`src/common/joy_pkg.sv`:
```
/*
 * Shared constants and types for the joystick cursor demo.
 * Holds the 640x480 VGA timing, the cursor reset point, the default
 * movement divider and the direction type used by the position logic.
 * Modules pull these in with a wildcard import in their header.
 */

`default_nettype none

package joy_pkg;

	// horizontal timing, in pixel clocks
	localparam int unsigned h_display = 640;
	localparam int unsigned h_front   = 16;
	localparam int unsigned h_sync    = 96;
	localparam int unsigned h_back    = 48;
	localparam int unsigned h_total   = h_display + h_front + h_sync + h_back;

	// vertical timing, in lines
	localparam int unsigned v_display = 480;
	localparam int unsigned v_front   = 10;
	localparam int unsigned v_sync    = 2;
	localparam int unsigned v_back    = 33;
	localparam int unsigned v_total   = v_display + v_front + v_sync + v_back;

	// every pixel coordinate uses this width
	localparam int unsigned coord_w = 10;

	// cursor starts in the middle of the screen
	localparam int unsigned x_reset = 320;
	localparam int unsigned y_reset = 240;

	// 25 MHz / 250000 gives a 100 Hz movement rate
	localparam int unsigned move_div_default = 250000;

	// direction acted on in one movement tick
	typedef enum logic [2:0] {
		dir_none  = 3'd0,
		dir_left  = 3'd1,
		dir_right = 3'd2,
		dir_up    = 3'd3,
		dir_down  = 3'd4
	} move_dir_t;

endpackage

`default_nettype wire

```
`src/video/vga_scan_timing.sv`:
```
/*
 * Raster scan generator for a 640x480 screen at the 25 MHz pixel clock.
 * Produces the pixel coordinates, the active-low sync pulses, the
 * display window flag and a one-cycle strobe at the start of vsync.
 */

`timescale 1ns/1ps
`default_nettype none

module vga_scan_timing
	import joy_pkg::*;
(
	input  wire logic               clk,
	input  wire logic               reset,
	output logic [coord_w-1:0]      hpos,
	output logic [coord_w-1:0]      vpos,
	output logic                    display_on,
	output logic                    hsync,
	output logic                    vsync,
	output logic                    frame_start
);

	localparam logic [coord_w-1:0] h_last = coord_w'(h_total - 1);
	localparam logic [coord_w-1:0] v_last = coord_w'(v_total - 1);

	// sync windows, first and one-past-last position
	localparam logic [coord_w-1:0] hs_begin = coord_w'(h_display + h_front);
	localparam logic [coord_w-1:0] hs_end   = coord_w'(h_display + h_front + h_sync);
	localparam logic [coord_w-1:0] vs_begin = coord_w'(v_display + v_front);
	localparam logic [coord_w-1:0] vs_end   = coord_w'(v_display + v_front + v_sync);

	localparam logic [coord_w-1:0] h_vis = coord_w'(h_display);
	localparam logic [coord_w-1:0] v_vis = coord_w'(v_display);

	logic h_wrap;
	logic v_wrap;

	assign h_wrap = (hpos == h_last);
	assign v_wrap = (vpos == v_last);

	// pixel counter
	always_ff @(posedge clk) begin
		if (reset) begin
			hpos <= '0;
		end else if (h_wrap) begin
			hpos <= '0;
		end else begin
			hpos <= hpos + 1'b1;
		end
	end

	// line counter, steps once per full line
	always_ff @(posedge clk) begin
		if (reset) begin
			vpos <= '0;
		end else if (h_wrap) begin
			if (v_wrap) begin
				vpos <= '0;
			end else begin
				vpos <= vpos + 1'b1;
			end
		end
	end

	assign display_on = (hpos < h_vis) && (vpos < v_vis);

	// both syncs are active low
	assign hsync = !((hpos >= hs_begin) && (hpos < hs_end));
	assign vsync = !((vpos >= vs_begin) && (vpos < vs_end));

	// vpos only changes as hpos wraps to zero, so this is
	// the first cycle of the vsync pulse
	assign frame_start = (hpos == '0) && (vpos == vs_begin);

	a_hpos_range : assert property (
		@(posedge clk) disable iff (reset)
		hpos < coord_w'(h_total)
	) else $error("hpos left the line range");

endmodule

`default_nettype wire

```
`src/video/cursor_render.sv`:
```
/*
 * Colours the screen from a per-frame copy of the cursor point.
 * Green marks columns at or right of the cursor, blue rows at or below it.
 * Sync and colour are registered together so they leave on the same cycle.
 */

`timescale 1ns/1ps
`default_nettype none

module cursor_render
	import joy_pkg::*;
(
	input  wire logic               clk,
	input  wire logic               reset,
	input  wire logic               frame_start,
	input  wire logic               display_on,
	input  wire logic               hsync_in,
	input  wire logic               vsync_in,
	input  wire logic [coord_w-1:0] hpos,
	input  wire logic [coord_w-1:0] vpos,
	input  wire logic [coord_w-1:0] joy_x,
	input  wire logic [coord_w-1:0] joy_y,
	output logic                    hsync,
	output logic                    vsync,
	output logic [2:0]              rgb
);

	// cursor point held steady for a whole frame
	logic [coord_w-1:0] frame_x;
	logic [coord_w-1:0] frame_y;

	logic green;
	logic blue;

	always_ff @(posedge clk) begin
		if (reset) begin
			frame_x <= coord_w'(x_reset);
			frame_y <= coord_w'(y_reset);
		end else if (frame_start) begin
			frame_x <= joy_x;
			frame_y <= joy_y;
		end
	end

	assign green = display_on && (hpos >= frame_x);
	assign blue  = display_on && (vpos >= frame_y);

	// one stage of alignment for sync and colour
	always_ff @(posedge clk) begin
		if (reset) begin
			hsync <= 1'b1;
			vsync <= 1'b1;
			rgb   <= 3'b000;
		end else begin
			hsync <= hsync_in;
			vsync <= vsync_in;
			// red is always off
			rgb   <= {1'b0, green, blue};
		end
	end

endmodule

`default_nettype wire

```
`src/joystick/move_tick.sv`:
```
/*
 * Free-running divider giving a one-cycle movement enable.
 * The enable fires every DIVIDE clocks and stands in for a slow clock.
 */

`timescale 1ns/1ps
`default_nettype none

module move_tick
	import joy_pkg::*;
#(
	parameter int unsigned DIVIDE = move_div_default
) (
	input  wire logic clk,
	input  wire logic reset,
	output logic      tick
);

	localparam int unsigned cnt_w = (DIVIDE > 1) ? $clog2(DIVIDE) : 1;
	localparam logic [cnt_w-1:0] cnt_last = cnt_w'(DIVIDE - 1);

	logic [cnt_w-1:0] count;

	assign tick = (count == cnt_last);

	// wraps on the tick cycle
	always_ff @(posedge clk) begin
		if (reset) begin
			count <= '0;
		end else if (tick) begin
			count <= '0;
		end else begin
			count <= count + 1'b1;
		end
	end

	a_tick_single : assert property (
		@(posedge clk) disable iff (reset)
		tick |=> !tick
	) else $error("movement tick held for more than one cycle");

endmodule

`default_nettype wire

```
`src/joystick/cursor_position.sv`:
```
/*
 * Joystick cursor point driven by four direction buttons.
 * Buttons are synchronized, one direction is chosen per tick with
 * priority left, right, up, down, and the point is kept on screen.
 */

`timescale 1ns/1ps
`default_nettype none

module cursor_position
	import joy_pkg::*;
(
	input  wire logic               clk,
	input  wire logic               reset,
	input  wire logic               tick,
	input  wire logic               left,
	input  wire logic               right,
	input  wire logic               up,
	input  wire logic               down,
	output logic [coord_w-1:0]      joy_x,
	output logic [coord_w-1:0]      joy_y
);

	localparam logic [coord_w-1:0] x_max = coord_w'(h_display - 1);
	localparam logic [coord_w-1:0] y_max = coord_w'(v_display - 1);

	// bit order is left, right, up, down
	logic [3:0] btn_meta;
	logic [3:0] btn_sync;
	move_dir_t  dir;

	always_ff @(posedge clk) begin
		if (reset) begin
			btn_meta <= '0;
			btn_sync <= '0;
		end else begin
			btn_meta <= {left, right, up, down};
			btn_sync <= btn_meta;
		end
	end

	// a blocked direction falls through to the next one
	always_comb begin
		dir = dir_none;
		if (tick) begin
			if (btn_sync[3] && joy_x != '0) begin
				dir = dir_left;
			end else if (btn_sync[2] && joy_x < x_max) begin
				dir = dir_right;
			end else if (btn_sync[1] && joy_y != '0) begin
				dir = dir_up;
			end else if (btn_sync[0] && joy_y < y_max) begin
				dir = dir_down;
			end
		end
	end

	always_ff @(posedge clk) begin
		if (reset) begin
			joy_x <= coord_w'(x_reset);
			joy_y <= coord_w'(y_reset);
		end else begin
			case (dir)
				dir_left:  joy_x <= joy_x - 1'b1;
				dir_right: joy_x <= joy_x + 1'b1;
				dir_up:    joy_y <= joy_y - 1'b1;
				dir_down:  joy_y <= joy_y + 1'b1;
				default: ;
			endcase
		end
	end

	a_x_on_screen : assert property (
		@(posedge clk) disable iff (reset)
		joy_x < coord_w'(h_display)
	) else $error("cursor x off screen");

	a_y_on_screen : assert property (
		@(posedge clk) disable iff (reset)
		joy_y < coord_w'(v_display)
	) else $error("cursor y off screen");

endmodule

`default_nettype wire

```
`src/design/joy_demo_top.sv`:
```
/*
 * Joystick cursor demo on a 640x480 VGA output, all on the pixel clock.
 * MOVE_DIV sets how many pixel clocks pass between cursor steps.
 */

`timescale 1ns/1ps
`default_nettype none

module joy_demo_top
	import joy_pkg::*;
#(
	parameter int unsigned MOVE_DIV = move_div_default
) (
	input  wire logic clk,
	input  wire logic reset,
	input  wire logic left,
	input  wire logic right,
	input  wire logic up,
	input  wire logic down,
	output logic      hsync,
	output logic      vsync,
	output logic [2:0] rgb
);

	logic [coord_w-1:0] hpos;
	logic [coord_w-1:0] vpos;
	logic               display_on;
	logic               frame_start;
	// syncs before the output alignment stage
	logic               hsync_raw;
	logic               vsync_raw;
	logic               tick;
	logic [coord_w-1:0] joy_x;
	logic [coord_w-1:0] joy_y;

	vga_scan_timing vga_scan_timing_inst (
		.clk         (clk),
		.reset       (reset),
		.hpos        (hpos),
		.vpos        (vpos),
		.display_on  (display_on),
		.hsync       (hsync_raw),
		.vsync       (vsync_raw),
		.frame_start (frame_start)
	);

	move_tick #(
		.DIVIDE (MOVE_DIV)
	) move_tick_inst (
		.clk   (clk),
		.reset (reset),
		.tick  (tick)
	);

	cursor_position cursor_position_inst (
		.clk   (clk),
		.reset (reset),
		.tick  (tick),
		.left  (left),
		.right (right),
		.up    (up),
		.down  (down),
		.joy_x (joy_x),
		.joy_y (joy_y)
	);

	cursor_render cursor_render_inst (
		.clk         (clk),
		.reset       (reset),
		.frame_start (frame_start),
		.display_on  (display_on),
		.hsync_in    (hsync_raw),
		.vsync_in    (vsync_raw),
		.hpos        (hpos),
		.vpos        (vpos),
		.joy_x       (joy_x),
		.joy_y       (joy_y),
		.hsync       (hsync),
		.vsync       (vsync),
		.rgb         (rgb)
	);

endmodule

`default_nettype wire

```
`config.mk`:
```
export PLATFORM = sky130hd
export DESIGN_NAME = joy_demo_top
export DESIGN_NICKNAME = d
export VERILOG_FILES = /design/src/common/joy_pkg.sv /design/src/video/vga_scan_timing.sv /design/src/video/cursor_render.sv /design/src/joystick/move_tick.sv /design/src/joystick/cursor_position.sv /design/src/design/joy_demo_top.sv
export SDC_FILE = /design/constraint.sdc
export NUM_CORES = 1
export LEC_CHECK = 0
export BUFFER_PORTS_ARGS = -buffer_cell sky130_fd_sc_hd__buf_2
export CAP_MARGIN = 40
export CORE_MARGIN = 2
export CORE_UTILIZATION = 30
export CTS_CLUSTER_DIAMETER = 40
export DETAILED_ROUTE_END_ITERATION = 8
export GPL_TIMING_DRIVEN = 1
export PLACE_DENSITY = 0.53
export SYNTH_ARGS = -nofsm -noshare
export SYNTH_HDL_FRONTEND = slang
export SYNTH_HIERARCHICAL = 1
export SYNTH_SLANG_ARGS = --single-unit
```
`constraint.sdc`:
```
create_clock -name clk -period 3.7 [get_ports clk]
set_input_delay 0.555 -clock clk [delete_from_list [all_inputs] [get_ports clk]]
set_output_delay 0.555 -clock clk [all_outputs]
set_load 0.02 [all_outputs]
```
==> results of run 1 <==
[critical path: cells and delay by family, from the launching register on]
kind | cells | cell delay, ns
DFF | 1 | 0.37
AOI/OAI and AO/OA | 4 | 1.10
and+or+nand+nor | 5 | 1.50
adders and majority gates | 1 | 0.40
[timing repair]
action | 4_1_cts | 5_1_grt
setup buffers | 0 | 2
setup endpoints to repair | 0 | 3
resized for setup | 0 | 8
[power by group through the flow]
stage,combinational (uW),sequential [uW],clock (uW)
2_1_floorplan,47.9,1010,0
3_3_place_gp,60.3,1010,0
3_5_place_dp,61.8,1010,0
4_1_cts,62.4,989,886
5_1_grt,70.8,989,928
6_report,61.5,989,850
[metrics by stage]
stage / worst slack, ns / area, sq um
floorplan: 0.0299 / 5070
global placement: 0.297 / 5350
detailed placement: 0.209 / 5350
CTS: 0.181 / 5620
global route: -0.0214 / 5680
finish: 0.222 / 5680
[Yosys cell counts (3+ instances only)]
cell type  count  area (sq um)
or2_2          3          18.8
or3_1          4          25.0
buf_4          5          37.5
xnor2_1       26           228
a211oi_1       7          52.6
inv_1         38           143
mux2i_1       15           150
nor2_2         6          37.5
xor2_1        14           123
o41a_1         3          33.8
nor2_1        69           259
clkbuf_1       5          18.8
or4_1          5          37.5
o21a_1         3          22.5
a21oi_1       19          95.1
o211ai_1      17           128
a21o_1         4          30.0
nand2b_1       4          25.0
nand3b_1       3          22.5
nand3_1       21           105
and3_1        11          68.8
o21ai_0       24           120
nor4_1         8          50.1
nand2_1       30           113
dfxtp_1       90          1800
nand4_1       11          68.8
a21oi_2        3          26.3
and4_1         4          35.0
nor3_1        11          55.1
buf_2          7          35.0
ha_1          41           513
nor2b_1       11          68.8
[worst paths after layout]
check	from	end	slack (ns)
max	cursor_position_inst/joy_x[2]	cursor_position_inst/joy_y[9]	0.22
min	right	cursor_position_inst/btn_meta[2]	0.43
max reg2reg	cursor_position_inst/joy_x[2]	cursor_position_inst/joy_y[9]	0.22
min reg2reg	cursor_position_inst/btn_meta[0]	cursor_position_inst/btn_sync[0]	0.43
[area by class of cell]
cell class	count	area [sq um]	area share (%)
repair buffers	18	113	1.98
flip-flops and latches	90	1800	31.7
clock inverters	2	12.5	0.220
well taps	220	275	4.84
inverters	40	150	2.64
clock buffers	13	260	4.58
multi-input cells	424	3070	54.0
[registers in the layout, summed over array words and instances (netlist names)]
signal,flops
cursor_position_inst/btn_meta,4
cursor_position_inst/btn_sync,4
cursor_position_inst/joy_x,10
cursor_position_inst/joy_y,10
cursor_render_inst/frame_x,10
cursor_render_inst/frame_y,10
cursor_render_inst/hsync,1
cursor_render_inst/rgb,2
cursor_render_inst/vsync,1
move_tick_inst/count,18
vga_scan_timing_inst/hpos,10
vga_scan_timing_inst/vpos,10
[routing by layer]
metal  share of wire [%]  vias up  global-route usage [%]
met5                   0        -                       0
met3                 3.5       12                    3.29
met1                  48     1845                    16.4
met4                 1.7        0                    5.20
li1                    -     2058                       -
met2                  47       48                    20.1
[kinds of logic after synthesis]
kind of cell / share of synthesized area (%)
xor gates and xnor gates: 6.90
muxes: 2.96
DFF: 35.5
AOI/OAI and AO/OA: 15.5
buffers and inverters: 4.98
other: 0.0739
adders and majority gates: 10.9
and+or+nand+nor: 23.2
==> impl_metrics.toml, run 1 <==
[clocking]
clock-sinks = 90
clk_pin_slew_ns = 0.06
cts-root-buf = "clkbuf_16"
cts_tree = "done"
cts-hold-fix-buffers = 0
cts.path.max_buffers = 2
h-tree-depth = 3
cts_buffers = 9
clk_latency_ns = 0.34

[synth]
async_flop_share_pct = 0
synth_edf_count = 0
syn-num-nets = 621
yosys_most_used_dff = "dfxtp_1"
synth_area_sq_um = 5070
ys_seq_elements = 90
yosysWarnings = 6
synthCells = 572
syn_area_per_cell_sq_um = 8.87
seq_area_frac_synth_pct = 35.5
synthDistinctLibCells = 70

[floorplanning]
initial_utilization_pct = 30.6
core_sq_um = 16600
pin_count = 11
die_h_um = 134
dieArea_sq_um = 18000
row_count = 47
die_width_um = 134

[sta]
worstMarginPinSlew_ns = 0.846
tns_ns = 0
fmax_mhz = 288
hold_slack_ns = 0.427
slew_violations = 0
slew_headroom_pct = 43.4
hold_viol = 0
finClkSkew_ns = 0.00406
fin_crit_ns = 3.48
setup_viol = 0
fin_crit_sh_pct = 94.0

[setup_path]
start_kind = "flop"
critPathSlowestCell = "or4_1"
crit_path_end_kind = "flop"
cp_data_arrival_time_ns = 3.73
critical_path_class = "reg2reg"
cpPeakStageDelay_ns = 0.60
ff2ff_path_depth = 10
cp.required_ns = 3.95
critPathMaxFanout = 9
crit_path_cell_trace = "or4_1 > o41ai_4 > nand3_2 > or3_4 > ha_2 > nand3_1 > o211ai_1 > o221a_2 > a211oi_1 > nor4_1"

[placement]
place_inst = 790
gp_congestion = 0.827
hpwl_mm = 7.77
io_buffers = 9

[power]
p_per_area_nw_per_um2 = 334
p_int_uw = 1490
swShare_pct = 21.6
p_seq_share_pct = 52.0
ir_drop_uv = 207
power.switching_uw = 410
p_comb_share_pct = 3.2
clock_power_share_pct = 44.7
total_power_uw = 1900
power.leakage_uw = 0.00206

[final_layout]
final_cell_mix = "dfxtp_1 (90), nor2_1 (68), inv_1 (38), ha_1 (37), nand2_1 (30)"
n_antenna_cell = 0
final_common_cell = "dfxtp_1"
syn2layout_area_growth_pct = 12.0
drive_gt1_share_pct = 11.6
finalNonFillerCells = 807
final_nets = 632
fillers = 1734
fin_util_pct = 34.3

[drt]
dr.pass1.iters = 4
drt-total-wl_mm = 10.5
post-route-drc-count = 0
vias = 3963
drt_iter0_markers = 298
ant_nets = 0
routedWlPerCell_um = 13.1
vias_per_cell = 4.91

[min_path]
whs_path_depth = 2
holdCritPathClass = "in2reg"

[grt]
grt_pass1_wl_mm = 18.5
grt_antenna_before_repair = 0
grt_use_total_pct = 12.7
grt_max_degree = 36
grt_overflow = 0
grt_pass1_vias = 3854

[run]
maxCapViolations = 0

[run_status]
status = "finished, final reports clean"
No activity file was read; power rests on OpenSTA's default activity.
==> run 2, diff against run 1 <==
--- a/config.mk
+++ b/config.mk
@@ -11,9 +11,9 @@
 export CORE_UTILIZATION = 30
 export CTS_CLUSTER_DIAMETER = 40
 export DETAILED_ROUTE_END_ITERATION = 8
+export GPL_ROUTABILITY_DRIVEN = 1
 export GPL_TIMING_DRIVEN = 1
 export PLACE_DENSITY = 0.53
 export SYNTH_ARGS = -nofsm -noshare
 export SYNTH_HDL_FRONTEND = slang
-export SYNTH_HIERARCHICAL = 1
 export SYNTH_SLANG_ARGS = --single-unit
==> constraint.sdc (replaced) <==
create_clock -name clk -period 3.15 [get_ports clk]
set_input_delay 0.4725 -clock clk [delete_from_list [all_inputs] [get_ports clk]]
set_output_delay 0.4725 -clock clk [all_outputs]
set_load 0.02 [all_outputs]
==> run 2 against run 1 <==
Effect of this change: worst setup slack worse by 0.10 ns; area after synthesis is 4.3% lower; wire length shrank 1.4%; maximum frequency up 15%; cell area did not move; count of clock-buffer cells in the layout unchanged.
==> impl_metrics.toml, run 2 <==
[run_status]
status = "finished, final reports clean"

[final_layout]
largest_register_ffs = 18
fillers = 1593
final_cell_mix = "dfxtp_1 (87), nor2_1 (73), nand2_1 (61), ha_1 (36), inv_1 (32)"
design_area_sq_um = 5680
fin_util_pct = 35.9
n_antenna_cell = 0
drive_gt1_share_pct = 12.8
largest_register = "move_tick_inst.count"
final_nets = 644
final_common_cell = "dfxtp_1"
syn2layout_area_growth_pct = 17.0

[clocking]
h-tree-depth = 3
clk_pin_slew_ns = 0.06
cts-root-buf = "clkbuf_16"
cts_tree = "done"
clk_latency_ns = 0.35
cts.path.max_buffers = 2
cts-hold-fix-buffers = 0
cts_buffers = 9
clock-sinks = 90

[sta]
fin_crit_ns = 3.03
worstMarginPinSlew_ns = 0.601
finalWorstSetupSlack_ns = 0.120
hold_viol = 0
slew_violations = 0
rsz0062_at_grt = "yes"
tns_ns = 0
finClkSkew_ns = 0.00772
slew_headroom_pct = 59.9
fin_crit_sh_pct = 96.2
setup_viol = 0
fmax_mhz = 330

[min_path]
holdCritPathClass = "in2reg"

[synth]
synth_top_area_share_pct = 37.1
synth_compound_area_share_pct = 11.9
ys_top_cells_by_area = "dfxtp_1 (37%), ha_1 (11%), nor2_1 (5.6%)"
seq_area_frac_synth_pct = 37.1
synth_edf_count = 0
synthDistinctLibCells = 56
synthCells = 574
yosysWarnings = 0
muxShareOfSynthArea_pct = 2.09
ys_seq_elements = 90
synthXorXnorAreaFrac_pct = 8.12
synth-adder-area-share_pct = 11.4
synth_top_family_by_area = "simple AND/OR/NAND/NOR gates"
yosys_most_used_dff = "dfxtp_1"
synth_top_cell_by_area = "dfxtp_1"
async_flop_share_pct = 0
syn_area_per_cell_sq_um = 8.46
syn-num-nets = 623
synthTopCellsByCount = "dfxtp_1 (90), nor2_1 (73), nand2_1 (62), ha_1 (41), a21oi_1 (34)"
synth_most_common_cell = "dfxtp_1"
synth_area_sq_um = 4860
synth-simple-area-share_pct = 24.9

[placement]
gp_congestion = 0.806
placed_area_sq_um = 5220
hpwl_mm = 7.57
post-place-ws_ns = -0.106
io_buffers = 9

[setup_path]
start_kind = "flop"
critPathSlowestCell = "nor4_4"
cp_data_arrival_time_ns = 3.25
ff2ff_path_depth = 13
critPathMaxFanout = 5
crit_path_cell_trace = "nor4b_2 > nand3_1 > nor4_4 > and3_4 > nand2_4 > buf_6 > ha_4 > a21o_1 > a31o_2 > o211ai_1 > a31oi_1 > a41oi_1 > o221ai_1"
worstReg2RegStart = "move_tick_inst.count[10]"
rrSetupSlack_ns = 0.12
cp.required_ns = 3.37
critPathCapture = "cursor_position_inst.joy_y[9]"
crit_start = "move_tick_inst.count[10]"
cpPeakStageDelay_ns = 0.34
crit_path_end_kind = "flop"
r2r-end = "cursor_position_inst.joy_y[9]"
critical_path_class = "reg2reg"

[grt]
grt_pass1_wl_mm = 17.9
grt_pass1_vias = 3855
grt_use_total_pct = 12.6
grt_antenna_before_repair = 0
grt_max_degree = 34
grt_overflow = 0

[run]
maxCapViolations = 0

[floorplanning]
row_count = 46
initial_utilization_pct = 30.7
pin_count = 11
die_width_um = 131
die_h_um = 131
dieArea_sq_um = 17200
core_sq_um = 15800

[power]
power.leakage_uw = 0.00222
p_per_area_nw_per_um2 = 411
ir_drop_uv = 257
total_power_uw = 2340

[drt]
post-route-drc-count = 0
drt-total-wl_mm = 10.4
drt_iter0_markers = 184
ant_nets = 0
dr.pass1.iters = 4
vias = 3918
routedWlPerCell_um = 12.7
vias_per_cell = 4.80
==> run 2: report_power, final <==
part,switching (uW),internal (uW),total [uW]
sequential,8.63,1150,1160
combinational,42.7,24.7,67.4
clock,452,662,1110
total,503,1840,2340
==> run 2: metal layers <==
metal	wire [um]	global-route usage, %	share of wire, %
met5	0	0	0
met2	4930	20.5	47
met1	4990	15.4	48
met3	257	3.86	2.5
met4	210	5.25	2.0
==> run 2: final cells by class <==
cell class | count | area [sq um] | area share [%]
clock inverters | 3 | 47.5 | 0.837
repair buffers | 30 | 206 | 3.63
inverters | 33 | 124 | 2.18
flip-flops and latches | 90 | 1810 | 31.8
multi-input cells | 431 | 2970 | 52.2
clock buffers | 13 | 260 | 4.58
well taps | 216 | 270 | 4.76
==> run 2: cell families (layout without fill, tap and decap cells) <==
group / Yosys count / in the layout
AND/OR/NAND/NOR: 241 / 241
multiplexers: 10 / 10
flip-flops: 90 / 90
XOR/XNOR: 45 / 45
buffers and inverters: 53 / 79
AO/OA/AOI/OAI: 91 / 91
other: 1 / 1
adder cells (fa/ha/maj): 43 / 43
==> run 2: how the worst min path moves through the flow <==
stage                                      from                                to  slack [ns]  cells past startpoint
6_report                                     up  cursor_position_inst.btn_meta[1]        0.32                      2
5_1_grt                                    down  cursor_position_inst.btn_meta[0]        0.32                      2
4_1_cts                                      up  cursor_position_inst.btn_meta[1]        0.31                      2
3_5_place_dp   cursor_position_inst.btn_meta[1]  cursor_position_inst.btn_sync[1]        0.43                      1
3_3_place_gp   cursor_position_inst.btn_meta[1]  cursor_position_inst.btn_sync[1]        0.43                      1
2_1_floorplan      vga_scan_timing_inst.vpos[1]          cursor_render_inst.vsync        0.41                      1
==> run 2: per-stage QoR <==
step | hold slack (ns) | std cells
after floorplan | 0.412 | 574
after global placement | 0.432 | 797
after detailed placement | 0.426 | 797
after CTS | 0.314 | 813
after global routing | 0.320 | 816
final | 0.325 | 816
==> run 2: timing repair <==
action | CTS | global route
buffers inserted | 0 | 3
gates cloned | 0 | 0
setup endpoints to repair | 3 | 4
pin swaps | 0 | 10
gates resized for setup | 1 | 28
==> run 2: worst max-delay path: cells and delay by family (launching register included) <==
family          cells  cell delay (ns)
simple gates        5             1.11
compound gates      6             1.16
flops               1             0.32
fa+ha+maj           1             0.15
buf+inv             1             0.16
==> run 3, diff against run 2 <==
--- a/config.mk
+++ b/config.mk
@@ -7,13 +7,15 @@
 export LEC_CHECK = 0
 export BUFFER_PORTS_ARGS = -buffer_cell sky130_fd_sc_hd__buf_2
 export CAP_MARGIN = 40
+export CORE_ASPECT_RATIO = 1.4
 export CORE_MARGIN = 2
-export CORE_UTILIZATION = 30
+export CORE_UTILIZATION = 57
 export CTS_CLUSTER_DIAMETER = 40
 export DETAILED_ROUTE_END_ITERATION = 8
 export GPL_ROUTABILITY_DRIVEN = 1
 export GPL_TIMING_DRIVEN = 1
-export PLACE_DENSITY = 0.53
+export PLACE_DENSITY = 0.83
 export SYNTH_ARGS = -nofsm -noshare
 export SYNTH_HDL_FRONTEND = slang
+export SYNTH_HIERARCHICAL = 1
 export SYNTH_SLANG_ARGS = --single-unit
==> run 3 against run 2 <==
Effect of this change: the flow now finishes with violations (setup timing); sequential power about the same; cell count is 9.3% lower; die area down 44%; sequential cell count stayed put; critical endpoint is now cursor_position_inst/joy_x[9].
==> impl_metrics.toml, run 3 (synthesized netlist as in run 1, its figures left out) <==
[floorplanning]
core_sq_um = 8610
row_count = 40
initial_utilization_pct = 59.0
dieArea_sq_um = 9680
pin_count = 11
die_width_um = 83.7
die_h_um = 116

[placement]
gp_congestion = 0.891
io_buffers = 9
placed_area_sq_um = 5580
hpwl_mm = 8.13

[run_status]
status = "finished, violations left"
violations = "setup timing"

[clocking]
cts-root-buf = "clkbuf_16"
cts_tree = "done"
cts_buffers = 9
clk_pin_slew_ns = 0.07
clk_latency_ns = 0.35
h-tree-depth = 3
cts.path.max_buffers = 2
clock-sinks = 90

[grt]
grt_pass1_vias = 4464
grt_max_degree = 35
grt_pass1_wl_mm = 19.7
grt_use_total_pct = 24.6
grt_overflow = 0
grt_antenna_before_repair = 0

[final_layout]
fin_util_pct = 71.7
ff_latch_area_sq_um = 1810
final_nets = 679
design_area_sq_um = 6170
fillers = 608
multiInputGateArea_sq_um = 3330
syn2layout_area_growth_pct = 21.6
largest_register_ffs = 18
largest_register = "move_tick_inst/count"
n_antenna_cell = 0
final_cell_mix = "dfxtp_1 (87), nor2_1 (66), buf_4 (55), inv_1 (38), ha_1 (30)"
final_common_cell = "dfxtp_1"
drive_gt1_share_pct = 23.9

[setup_path]
rrSetupSlack_ns = -0.27
crit_path_end_kind = "flop"
crit_start = "cursor_position_inst/joy_x[9]"
critPathMaxFanout = 5
worstReg2RegStart = "cursor_position_inst/joy_x[9]"
critical_path_class = "reg2reg"
ff2ff_path_depth = 12
start_kind = "flop"
r2r-end = "cursor_position_inst/joy_x[9]"
cp.required_ns = 3.40
cp_data_arrival_time_ns = 3.67

[sta]
hold_viol = 0
fin_crit_ns = 3.42
slew_violations = 0
finalWorstSetupSlack_ns = -0.265
fmax_mhz = 293
slew_headroom_pct = 40.0
fin_crit_sh_pct = 108
setup_viol = 7
finClkSkew_ns = 0.00839
worstMarginPinSlew_ns = 0.898
rsz0062_at_grt = "yes"
hold_slack_ns = 0.337

[drt]
post-route-drc-count = 0
ant_nets = 0
dr.pass1.iters = 4
drt-total-wl_mm = 12.3
vias = 4457
drt_iter0_markers = 236
vias_per_cell = 6.02
routedWlPerCell_um = 16.6

[min_path]
min_to = "cursor_position_inst/btn_meta[2]"
whs_path_depth = 2
holdCritPathClass = "in2reg"
hold_start = "right"

[power]
p_per_area_nw_per_um2 = 377
power.leakage_uw = 0.00234
total_power_uw = 2320
ir_drop_uv = 330

[run]
maxCapViolations = 0
-- run 3: cell types whose count changed in the layout (fill, tap and decap cells not counted), sizes merged, moves of 5 or more --
| cell | before | now |
|---|---|---|
| or4 | 1 | 7 |
| o21ai | 16 | 26 |
| xnor2 | 21 | 26 |
| xor2 | 24 | 14 |
| a211o | 8 | 0 |
| a31oi | 8 | 2 |
| mux2i | 9 | 15 |
| a211oi | 1 | 7 |
| inv | 33 | 40 |
| o211ai | 6 | 17 |
| buf | 30 | 64 |
| a21oi | 34 | 22 |
| nand2 | 62 | 31 |
-- run 3: how the worst max path moves through the flow --
stage	slack [ns]	end	depth (start not counted)
5_1_grt	-0.31	cursor_position_inst/joy_x[9]	11
3_5_place_dp	-0.11	cursor_position_inst/joy_y[9]	10
2_1_floorplan	-0.05	cursor_position_inst/joy_y[9]	11
4_1_cts	-0.14	cursor_position_inst/joy_y[7]	11
3_3_place_gp	-0.07	cursor_position_inst/joy_y[9]	10
6_report	-0.27	cursor_position_inst/joy_x[9]	12
-- run 3: per-stage QoR --
stage | instances | TNS [ns] | setup slack, ns
after global placement | 710 | -0.0934 | -0.0719
after CTS | 732 | -0.513 | -0.144
after detailed placement | 710 | -0.301 | -0.112
after global routing | 740 | -1.59 | -0.307
after floorplan | 572 | -0.0698 | -0.0526
final | 740 | -0.765 | -0.265
-- run 3: layer usage --
layer	track usage, %	vias up	wire length, um	part of all wire (%)
met5	0	-	0	0
met1	26.4	2130	4870	40
li1	-	2150	-	-
met4	13.7	0	418	3.4
met3	3.70	44	441	3.6
met2	46.3	133	6550	53
-- run 3: critical path, stage by stage (launching register included) --
cell and delay, ns:
dfxtp_2 0.32, or4_4 0.55, o41ai_4 0.38, buf_4 0.18, nand2_2 0.06, or2_4 0.30
buf_4 0.18, ha_1 0.30, nor3_1 0.06, nor2_1 0.18, a41oi_2 0.18, or4b_1 0.52
o311ai_1 0.10
-- run 3: layout make-up --
cell class / count / area share, %
multi-input combinational: 425 / 53.9
sequential: 90 / 29.3
timing repair buffer: 64 / 7.42
clock buffer: 12 / 3.99
inverter: 40 / 2.43
tap: 105 / 2.13
clock inverter: 4 / 0.831
-- run 3: timing repair --
action	4_1_cts	5_1_grt
buffers inserted	5	8
gates resized for setup	13	22
setup endpoints to repair	6	10
pin swaps	10	22
gates cloned	1	0
hold buffers	0	0
-- run 3: where the power goes --
group          switching, uW  internal, uW
Clock                    441           637
Combinational           52.7          35.4
Sequential              8.52          1150
Total                    502          1820
